==> src/design/attn_out_pkg.sv <==
// Attention output path
// Shared sizes and bus types
package attn_out_pkg;

    // Number of PEs and also the number of rows held in one bank
    // The bank row index wraps on its own, so this has to be a power of two
    localparam int NUM_PES = 4;

    // Elements per O vector and the width of each element
    localparam int VEC_LEN = 4;
    localparam int ELEM_W  = 8;

    // Accepted steps that make up one tile
    localparam int SEQ_LEN = 4;

    // Memory row address width that wraps addresses after 64 rows
    localparam int ADDR_W = 6;

    // Derived index widths for the bank row and the step count
    localparam int ROW_W  = $clog2(NUM_PES);
    localparam int STEP_W = $clog2(SEQ_LEN);

    typedef logic [ELEM_W-1:0] elem_t;

    // Value vector, O vector and memory data all share this layout
    typedef struct packed {
        elem_t [VEC_LEN-1:0] e;
    } o_vector_t;

    // One weight per PE with the weight for PE 0 in the low byte
    typedef struct packed {
        elem_t [NUM_PES-1:0] w;
    } weight_set_t;

    // A whole tile of O vectors with PE 0 in row 0
    typedef struct packed {
        o_vector_t [NUM_PES-1:0] row;
    } o_bank_t;

    typedef struct packed {
        logic [ADDR_W-1:0] addr;
        o_vector_t         data;
    } mem_write_t;

endpackage

==> src/design/o_vector_pe.sv <==
// O-vector processing element
`timescale 1ns/1ns

module o_vector_pe (
    input  logic                     clk,
    input  logic                     rst,
    input  logic                     step,
    input  logic                     clear,
    input  attn_out_pkg::elem_t      weight,
    input  attn_out_pkg::o_vector_t  v,
    output attn_out_pkg::o_vector_t  o
);

    // Running sum of weight times value vector for the current tile
    attn_out_pkg::o_vector_t acc;

    always_ff @(posedge clk) begin
        if (rst) begin
            // Start the first tile from zero
            acc <= '0;
        end else if (clear) begin
            // Clear wins over a step in the same cycle
            acc <= '0;
        end else if (step) begin
            for (int i = 0; i < attn_out_pkg::VEC_LEN; i++) begin
                // Product and sum are both truncated to the element width
                acc.e[i] <= acc.e[i] + attn_out_pkg::elem_t'(weight * v.e[i]);
            end
        end
    end

    // The accumulator doubles as the held result once the tile is done
    assign o = acc;

endmodule

==> src/design/pe_row.sv <==
// Row of O-vector PEs
// Counts steps per tile and offers the finished tile to the buffer
`timescale 1ns/1ns

module pe_row (
    input  logic                       clk,
    input  logic                       rst,
    input  logic                       step_valid,
    output logic                       step_ready,
    input  attn_out_pkg::o_vector_t    step_v,
    input  attn_out_pkg::weight_set_t  step_w,
    output logic                       write_enable,
    input  logic                       sram_ready,
    output attn_out_pkg::o_bank_t      write_data
);

    // Accepted steps so far in the current tile
    logic [attn_out_pkg::STEP_W-1:0] step_cnt;

    logic step_accept;
    logic last_step;
    logic bank_accept;

    // Per-PE results before they are packed into the bank word
    attn_out_pkg::o_vector_t pe_o [attn_out_pkg::NUM_PES];

    // Steps are refused while a finished tile is still waiting for the buffer
    assign step_ready  = !write_enable;
    assign step_accept = step_valid && step_ready;
    assign last_step   = step_cnt == attn_out_pkg::STEP_W'(attn_out_pkg::SEQ_LEN - 1);

    // The buffer takes the whole tile at this edge, which also clears the PEs
    assign bank_accept = write_enable && sram_ready;

    always_ff @(posedge clk) begin
        if (rst) begin
            step_cnt     <= '0;
            write_enable <= 1'b0;
        end else begin
            if (step_accept) begin
                // Counter restarts at zero after the last step of a tile
                step_cnt <= last_step ? '0 : step_cnt + 1'b1;
            end
            if (step_accept && last_step) begin
                write_enable <= 1'b1;
            end else if (bank_accept) begin
                write_enable <= 1'b0;
            end
        end
    end

    // Every PE sees the same value vector but takes its own weight
    for (genvar g = 0; g < attn_out_pkg::NUM_PES; g++) begin : g_pe
        o_vector_pe pe_i (
            .clk    (clk),
            .rst    (rst),
            .step   (step_accept),
            .clear  (bank_accept),
            .weight (step_w.w[g]),
            .v      (step_v),
            .o      (pe_o[g])
        );
    end

    // PE i goes to row i of the bank
    always_comb begin
        for (int i = 0; i < attn_out_pkg::NUM_PES; i++) begin
            write_data.row[i] = pe_o[i];
        end
    end

endmodule

==> src/design/o_sram.sv <==
// Ping-pong O-vector buffer
// Filled one bank at a time and drained one row at a time
`timescale 1ns/1ns

module o_sram (
    input  logic                       clk,
    input  logic                       rst,
    input  logic                       write_enable,
    input  logic                       drain_enable,
    output logic                       drain_data_valid,
    output logic                       sram_ready,
    input  attn_out_pkg::o_bank_t      write_data,
    output attn_out_pkg::o_vector_t    drain_data
);

    // Two banks that each hold a full tile of O vectors
    attn_out_pkg::o_bank_t bank [2];

    // Bank that takes the next tile
    logic fill_bank;

    // Bank that rows are currently read from
    logic drain_bank;

    // One empty flag per bank, indexed by bank number
    logic [1:0] bank_empty;

    // Next row to leave the drain bank
    logic [attn_out_pkg::ROW_W-1:0] drain_idx;

    logic bank_write;
    logic row_drain;
    logic last_row;

    // The fill side only takes a tile when its target bank is free
    assign sram_ready = bank_empty[fill_bank];

    // Rows are available as long as the drain bank still holds data
    assign drain_data_valid = !bank_empty[drain_bank];

    // Current row straight out of the drain bank
    assign drain_data = bank[drain_bank].row[drain_idx];

    assign bank_write = write_enable && sram_ready;
    assign row_drain  = drain_enable && drain_data_valid;
    assign last_row   = drain_idx == attn_out_pkg::ROW_W'(attn_out_pkg::NUM_PES - 1);

    // A tile write replaces the whole fill bank in one edge
    always_ff @(posedge clk) begin
        if (bank_write) begin
            bank[fill_bank] <= write_data;
        end
    end

    always_ff @(posedge clk) begin
        if (rst) begin
            fill_bank  <= 1'b0;
            drain_bank <= 1'b0;
            bank_empty <= 2'b11;
            drain_idx  <= '0;
        end else begin
            // A whole tile lands at once and the fill side moves on
            if (bank_write) begin
                bank_empty[fill_bank] <= 1'b0;
                fill_bank             <= !fill_bank;
            end

            // Fill and drain never touch the same bank in one cycle
            // because the fill bank is empty while the drain bank is not
            if (row_drain) begin
                // Row index wraps to zero by itself after the last row
                drain_idx <= drain_idx + 1'b1;
                if (last_row) begin
                    bank_empty[drain_bank] <= 1'b1;
                    drain_bank             <= !drain_bank;
                end
            end
        end
    end

endmodule

==> src/design/o_writeback.sv <==
// Memory write-back stage
`timescale 1ns/1ns

module o_writeback (
    input  logic                        clk,
    input  logic                        rst,
    input  logic                        drain_data_valid,
    input  attn_out_pkg::o_vector_t     drain_data,
    output logic                        drain_enable,
    input  logic                        mem_ready,
    output logic                        mem_wr_valid,
    output attn_out_pkg::mem_write_t    mem_wr
);

    // Address given to the next captured row
    logic [attn_out_pkg::ADDR_W-1:0] row_addr;

    logic capture;

    // Ask for a row only when the output register is free by the next edge
    assign drain_enable = !mem_wr_valid || mem_ready;
    assign capture      = drain_enable && drain_data_valid;

    always_ff @(posedge clk) begin
        if (rst) begin
            mem_wr_valid <= 1'b0;
            row_addr     <= '0;
        end else if (capture) begin
            mem_wr_valid <= 1'b1;
            // Address wraps after the last memory row
            row_addr     <= row_addr + 1'b1;
        end else if (mem_ready) begin
            mem_wr_valid <= 1'b0;
        end
    end

    // Payload only changes on capture, so it holds under back-pressure
    always_ff @(posedge clk) begin
        if (capture) begin
            mem_wr.addr <= row_addr;
            mem_wr.data <= drain_data;
        end
    end

endmodule

==> src/design/attn_out_top.sv <==
// Attention output path top level
`timescale 1ns/1ns

module attn_out_top (
    input  logic                       clk,
    input  logic                       rst,
    input  logic                       step_valid,
    output logic                       step_ready,
    input  attn_out_pkg::o_vector_t    step_v,
    input  attn_out_pkg::weight_set_t  step_w,
    input  logic                       mem_ready,
    output logic                       mem_wr_valid,
    output attn_out_pkg::mem_write_t   mem_wr
);

    // PE row to buffer
    logic                  write_enable;
    logic                  sram_ready;
    attn_out_pkg::o_bank_t write_data;

    // Buffer to write-back
    logic                    drain_enable;
    logic                    drain_data_valid;
    attn_out_pkg::o_vector_t drain_data;

    pe_row pe_row_i (
        .clk          (clk),
        .rst          (rst),
        .step_valid   (step_valid),
        .step_ready   (step_ready),
        .step_v       (step_v),
        .step_w       (step_w),
        .write_enable (write_enable),
        .sram_ready   (sram_ready),
        .write_data   (write_data)
    );

    // Holds up to two finished tiles while memory stalls
    o_sram o_sram_i (
        .clk              (clk),
        .rst              (rst),
        .write_enable     (write_enable),
        .drain_enable     (drain_enable),
        .drain_data_valid (drain_data_valid),
        .sram_ready       (sram_ready),
        .write_data       (write_data),
        .drain_data       (drain_data)
    );

    o_writeback o_writeback_i (
        .clk              (clk),
        .rst              (rst),
        .drain_data_valid (drain_data_valid),
        .drain_data       (drain_data),
        .drain_enable     (drain_enable),
        .mem_ready        (mem_ready),
        .mem_wr_valid     (mem_wr_valid),
        .mem_wr           (mem_wr)
    );

endmodule

==> config.mk <==
export PLATFORM = sky130hd
export DESIGN_NAME = attn_out_top
export DESIGN_NICKNAME = d
export VERILOG_FILES = /design/src/design/attn_out_pkg.sv /design/src/design/o_vector_pe.sv /design/src/design/pe_row.sv /design/src/design/o_sram.sv /design/src/design/o_writeback.sv /design/src/design/attn_out_top.sv
export SDC_FILE = /design/constraint.sdc
export NUM_CORES = 2
export LEC_CHECK = 0
export BUFFER_PORTS_ARGS = -buffer_cell sky130_fd_sc_hd__buf_2
export CAP_MARGIN = 20
export CORE_MARGIN = 4
export CORE_UTILIZATION = 58
export DETAILED_ROUTE_END_ITERATION = 12
export PLACE_DENSITY = 0.88
export SLEW_MARGIN = 20
export SYNTH_ARGS = -nofsm -noshare
export SYNTH_HDL_FRONTEND = slang
export SYNTH_HIERARCHICAL = 1
export SYNTH_SLANG_ARGS = --single-unit
==> constraint.sdc <==
create_clock -name clk -period 3.8 [get_ports clk]
set_clock_uncertainty 0.15 [all_clocks]
set_input_delay 0.19 -clock clk [delete_from_list [all_inputs] [get_ports clk]]
set_output_delay 0.19 -clock clk [all_outputs]
set_load 0.02 [all_outputs]
* Yosys cells after proc, flatten, opt, wreduce, memory -nomap -nowiden
Memories as Yosys holds them, arrays and structs flattened. A register that Yosys moved wholly into a read port is not among the register bits. Index checks and enable logic that the tools add are counted.
Storage, ports and cells: register bits after elaboration 182, bits in latches 0, bits in writable memories 256, bits in read-only memories 0, input bits 68, output and inout port bits 40, memories kept 1
Operators by class: add/sub/neg operators 19, multiply operators 16, divide/modulo/power cells 0, magnitude comparators 5, equal/unequal tests 2, shifts and indexed selects 0, mux-type cells 23, bitwise logic cells 3, reductions and logical operators 16
Memories:
- o_sram_i.bank | words 2, bits a word 128, rd ports 1, clocked after memory_dff 1, wr ports 1, RTL line o_sram.sv:17 | attn_out_pkg::o_bank_t bank [2];
Operator list (count):
- adder 8 bit | 16
- multiplier 8 x 8 -> 8 bit | 16
- binary-select mux 32 bit (select 2 bit) | 1
- two-way mux 32 bit | 1
- two-way mux 1 bit | 14
- two-way mux 2 bit | 5
- adder 6 x 1 -> 6 bit (second input constant) | 1
- logical AND 1 bit | 6
- logical NOT 1 bit | 5
- adder 2 x 1 -> 2 bit (second input constant) | 2
- equality test 2 bit (second input constant) | 2
- less-than comparator 1 x 2 -> 1 bit (second input constant) | 2
- nonzero test 2 bit | 2
- less-than comparator 2 x 3 -> 1 bit (second input constant) | 1
- AND 2 bit | 1
- demux 1 bit (select 1 bit) | 2
- greater-or-equal comparator 1 bit (second input constant) | 2
- inverter 2 bit | 1
- bitwise OR 2 bit | 1
- AND reduction 2 bit | 1
- OR reduction 2 bit | 1
- logical OR 1 bit | 1

* Depth between registers and ports, before layout
word-level depth 11, mapped depth 17

* By module
Netlist, hierarchy kept.
By module, submodules not included:
- o_sram | times used 1, cells each 401, area each 10122.2 um^2
- o_vector_pe at pe_row_i.g_pe[2].pe_i | times used 1, cells each 630, area each 5436.5 um^2
- o_vector_pe at pe_row_i.g_pe[3].pe_i | times used 1, cells each 630, area each 5417.7 um^2
- o_vector_pe at pe_row_i.g_pe[0].pe_i | times used 1, cells each 630, area each 5405.2 um^2
- o_vector_pe at pe_row_i.g_pe[1].pe_i | times used 1, cells each 630, area each 5398.9 um^2
- o_writeback | times used 1, cells each 76, area each 1473.9 um^2
- pe_row | times used 1, cells each 15, area each 137.6 um^2

* Worst setup path before layout
Ideal clock, no wire load.
kind flip-flop to flip-flop, start register o_sram_i.fill_bank, end memory o_sram_i/bank[0][0] (netlist bit), enable pin, setup time 505 ps, arrival 3402 ps, slack -257 ps, stages on the path, launching flop included 2, buffers on the path 0, clock period less this slack 4057 ps, cell sequence dfxtp_1 -> and3b_1
Between the ends: cells in the longest elaborated chain, start to end 5
Ends and longest elaborated chain:
- start, declared | RTL line o_sram.sv:20 | logic fill_bank;
- start signal, assigned | RTL line o_sram.sv:65 | fill_bank <= !fill_bank;
- two-way mux 1 bit (implied by the code) (2 in a row) | RTL line o_sram.sv:36 | assign sram_ready = bank_empty[fill_bank];
- logical AND 1 bit | RTL line o_sram.sv:44 | assign bank_write = write_enable && sram_ready;
- two-way mux 1 bit | RTL line o_sram.sv:50 | if (bank_write) begin
- two-way mux 1 bit (implied by the code) | RTL line o_sram.sv:51 | bank[fill_bank] <= write_data;
- end, declared | RTL line o_sram.sv:17
Parallel ways exist; a longest one is shown, timed or not. The select of a mux whose other input is x is not followed.

* Worst setup path after layout
start register pe_row_i.g_pe[0].pe_i.acc (netlist bit pe_row_i/g_pe[0].pe_i/o[1]), end register pe_row_i.g_pe[0].pe_i.acc (netlist bit pe_row_i/g_pe[0].pe_i/o[7])
Between the ends: cells in the longest elaborated chain, start to end 1
Ends and longest elaborated chain:
- start, declared | RTL line o_vector_pe.sv:15 | attn_out_pkg::o_vector_t acc;
- adder 8 bit | RTL line o_vector_pe.sv:27 | acc.e[i] <= acc.e[i] + attn_out_pkg::elem_t'(weight * v.e[i]);
No other way between the ends. A chain may end at the register's enable or synchronous reset.

==> reports/results.txt <==
In this run, the number of DRC markers left after iteration 0 of detailed routing was 3277. The library cells used most frequently in the layout, excluding fill and tap cells, are 522 x inv_1, 390 x nand2_1, 294 x edfxtp_1, 274 x buf_4, 260 x fa_1. Relative to the synthesized area, the layout overhead comes to 18.38%. The area of the die was 61470 sq um. The final critical path takes up 103.9% of the cycle.

The critical path goes through inv_1, fa_1, inv_1, ha_1, ha_1, fa_1, ha_2, inv_1, fa_2, inv_1, a21o_1, a21oi_4, xnor2_2, xnor2_1, a21oi_1. The peak supply drop was 0.0004453 V. The critical path in this run is classified as reg2reg. The total leakage power was 17.95 nW; the count of buffer and inverter cells on the critical path was 4.

For this run, the slowest stage of the critical path takes 0.58 ns. Once the floorplan was initialized, standard cells occupied 58.88% of the core. The most instantiated flip-flop cell in the synthesis netlist was edfxtp_1. For the worst setup path, the data arrival time is 4.24 ns.

The count of port buffers added during placement was 107; the number of top-level pins was 108. Subtracting the final worst setup slack from the clock period gives 3.948 ns. No sink is reached through more buffers than the 3 on the longest clock path. After detailed routing, the total wire length is 103200 um. The die height is 247.9 um, and the final-report setup violation count is 8. The synthesized design devotes to its leading area cell type 26.44% of total area. Broken down by cell family, the worst path's largest delay share belongs to adder cells. Counting flops with an async set or reset pin after synthesis yields a share of 0%. The most frequent cell on the critical path is inv_1. The tools report the number of failing hold endpoints at the final stage as 0. Leaving out fill and tap cells, the most frequent cell in the layout is inv_1. Routability-driven placement finished with a final weighted congestion of 0.9169. The synthesized design contains 439 register bits. The total overflow left after global routing is 0.

The via count of the first global-routing pass is 25820, and the power density over cell area is 634.1 nW/um^2. After floorplanning, the core was divided into 87 placement rows. CTS built an H-tree with a depth of 2. Launching element type of the critical path: a flop. For the global-route usage over all layers, the log shows 30.68%.

Yosys attributes the largest share of cell area to edfxtp_1 26%, fa_1 17%, ha_1 10%. When the netlist entered floorplanning its net count stood at 3643. The floorplan step defined a core boundary enclosing 56710 sq um.

Averaged over all synthesized cells, the footprint is 11.09 sq um. Counting flops with a built-in enable in the synthesized netlist gives 294. The count of TritonRoute iterations in the first routing pass was 8.

At the later pin of the worst-skew pair, clock insertion delay measures 0.62 ns. The cell area that synthesis handed to floorplanning was 33390 sq um. In the final routed layout, each cell accounts on average for 24.74 um.

Cells with a size suffix above 1 make up 22.81% of the layout. The checks that failed: negative setup slack. The tool flagged a number of max-cap violations equal to 0.

The flow ran to the end, but the final reports show violations. At the end of the flow, the number of nets in the layout was 4004. Number of different library cells in the post-synthesis netlist: 47. The worst setup path is captured at a flop. The run gives 3362 as the number of filler instances in the final layout.

The wire length of the first global-routing pass was 142500 um. The largest fanout on the critical path was 4; the flip-flop and latch area was 11800 sq um. The instance area at placement was 36950 sq um; the die boundary width was 247.9 um. Summing over every cut layer, the via total after detailed routing is 25170.

Using the TritonRoute via totals, the vias-per-cell ratio works out to 6.033. The run gives 19850 sq um as the multi-input gate area in the final layout. After detailed routing, the number of remaining DRC violations is 0.

Measured against its own limit, the worst slew margin works out to 30.72%. The logs give 35.13% for the sequential-to-total area share from yosys stat and 0 for the post-route antenna net violation count. TritonCTS built the clock tree. The final number of max-transition violations is 0, and the final instance area is 39530 sq um.

The largest net degree at the start of global routing was 86. For this design, the sink count on the clock tree is 439. Counting the buffers created by CTS gives 46.

The cell type contributing the most total cell area after synthesis was edfxtp_1. CTS placed an instance of clkbuf_16 at the clock tree root. The number of cells produced by synthesis was 3012; the HPWL after detailed placement was 63140 um.

In this run the worst hold path is classified as in2reg. Setup repair after global routing could not meet its margin everywhere. The measured slew at the worst slew-check pin is 1.039 ns.

Before CTS, the worst setup slack after placement is -0.3757 ns. The number of antenna violations at the first check in global routing is 11. Yosys printed 6 warnings.

The final worst slack came out at -0.1480 ns. The required time of the critical path is 4.09 ns, and the clock transition at the register clock pins on the worst setup and hold paths after CTS is 0.07 ns. Based on the critical path, the design can be clocked at up to 0.2533 GHz.

For this design, the slowest cell found on the critical path is fa_1.
-- state kept, by name (all words and copies together), names as in the netlist, named ones only --
register                    cells
o_sram_i/bank                 256
pe_row_i/g_pe.pe_i/o          128
o_writeback_i/mem_wr           38
o_writeback_i/row_addr          6
o_sram_i/bank_empty             2
o_sram_i/drain_idx              2
pe_row_i/step_cnt               2
o_sram_i/drain_bank             1
o_sram_i/fill_bank              1
o_writeback_i/mem_wr_valid      1
pe_row_i/write_enable           1
-- cell usage after synthesis, drive strengths merged (3+ instances only) --
master	number
inv	560
nand2	404
edfxtp	294
fa	288
ha	275
xnor2	256
and2	178
dfxtp	145
nor2	124
mux2i	99
mux4	64
clkbuf	63
a21oi	56
buf	42
mux2	33
a21o	32
xor2	32
o21ai	21
a211oi	16
or2	4
o31ai	3
or4	3
-- metrics by stage --
step | util, % | total power (W) | std cells | setup TNS, ns | hold slack, ns
2_1_floorplan | - | 0.01400 | 3012 | 0 | 0.1091
3_3_place_gp | 65.15 | 0.01686 | 4063 | -3.787 | 0.2850
3_5_place_dp | 65.15 | 0.01768 | 4063 | -6.864 | 0.2899
4_1_cts | 68.19 | 0.02289 | 4155 | 0 | 0.1958
5_1_grt | 69.68 | 0.02644 | 4167 | -1.309 | 0.2533
6_report | 69.70 | 0.02507 | 4172 | -0.3888 | 0.2336
-- power breakdown --
group	internal (W)	switching [W]
sequential	0.00571	0.000457
clock	0.00258	0.00210
combinational	0.00690	0.00732
-- metal layers --
layer  up-vias  share of wire, %  GRT usage [%]
li1      10330                 -              -
met1     12130                34          36.24
met2      2041                47          50.68
met3       650                11          7.098
met4        12               8.5          19.68
met5         -             0.083              0
-- worst register-to-register path: stages, from the launching register on --
cell     delay, ns
dfxtp_1       0.40
inv_1         0.11
fa_1          0.54
inv_1         0.12
ha_1          0.23
ha_1          0.26
fa_1          0.58
ha_2          0.20
inv_1         0.07
fa_2          0.40
inv_1         0.07
a21o_1        0.16
a21oi_4       0.07
xnor2_2       0.14
xnor2_1       0.19
a21oi_1       0.11
-- cell families after synthesis --
kind of cell               Yosys count  synth area share, %
AOI/OAI and AO/OA                  135                2.473
xor gates and xnor gates           288                7.936
adders and majority gates          563                27.57
buffers and inverters              665                8.015
DFF                                439                35.13
muxes                              196                9.027
and+or+nand+nor                    726                9.847
-- timing repair --
action | 4_1_cts | 5_1_grt
endpoints found under the setup margin | 14 | 29
hold buffers | 4 | 0
setup buffers | 2 | 13
resized for setup | 43 | 164
pin swaps | 32 | 194
gates cloned | 0 | 0
endpoints found under the hold margin | 15 | 0
-- area by class of cell --
cell class,count,share of cell area [%]
Inverter,560,5.317
Clock inverter,32,0.8293
Timing Repair Buffer,418,8.331
Antenna cell,5,0.03165
Clock buffer,54,3.042
Tap cell,756,2.393
Multi-Input combinational cell,1908,50.21
Sequential cell,439,29.84
-- worst paths after layout --
path	startpoint	end	slack (ns)	cells past startpoint
min	step_v[0]	pe_row_i/g_pe[2].pe_i/o[0]	0.23	6
min reg2reg	pe_row_i/g_pe[0].pe_i/o[27]	o_sram_i/bank[1][27]	0.29	0
max	pe_row_i/g_pe[0].pe_i/o[1]	pe_row_i/g_pe[0].pe_i/o[7]	-0.15	15
max reg2reg	pe_row_i/g_pe[0].pe_i/o[1]	pe_row_i/g_pe[0].pe_i/o[7]	-0.15	15
Note: power is estimated with default switching activity, not from simulation.
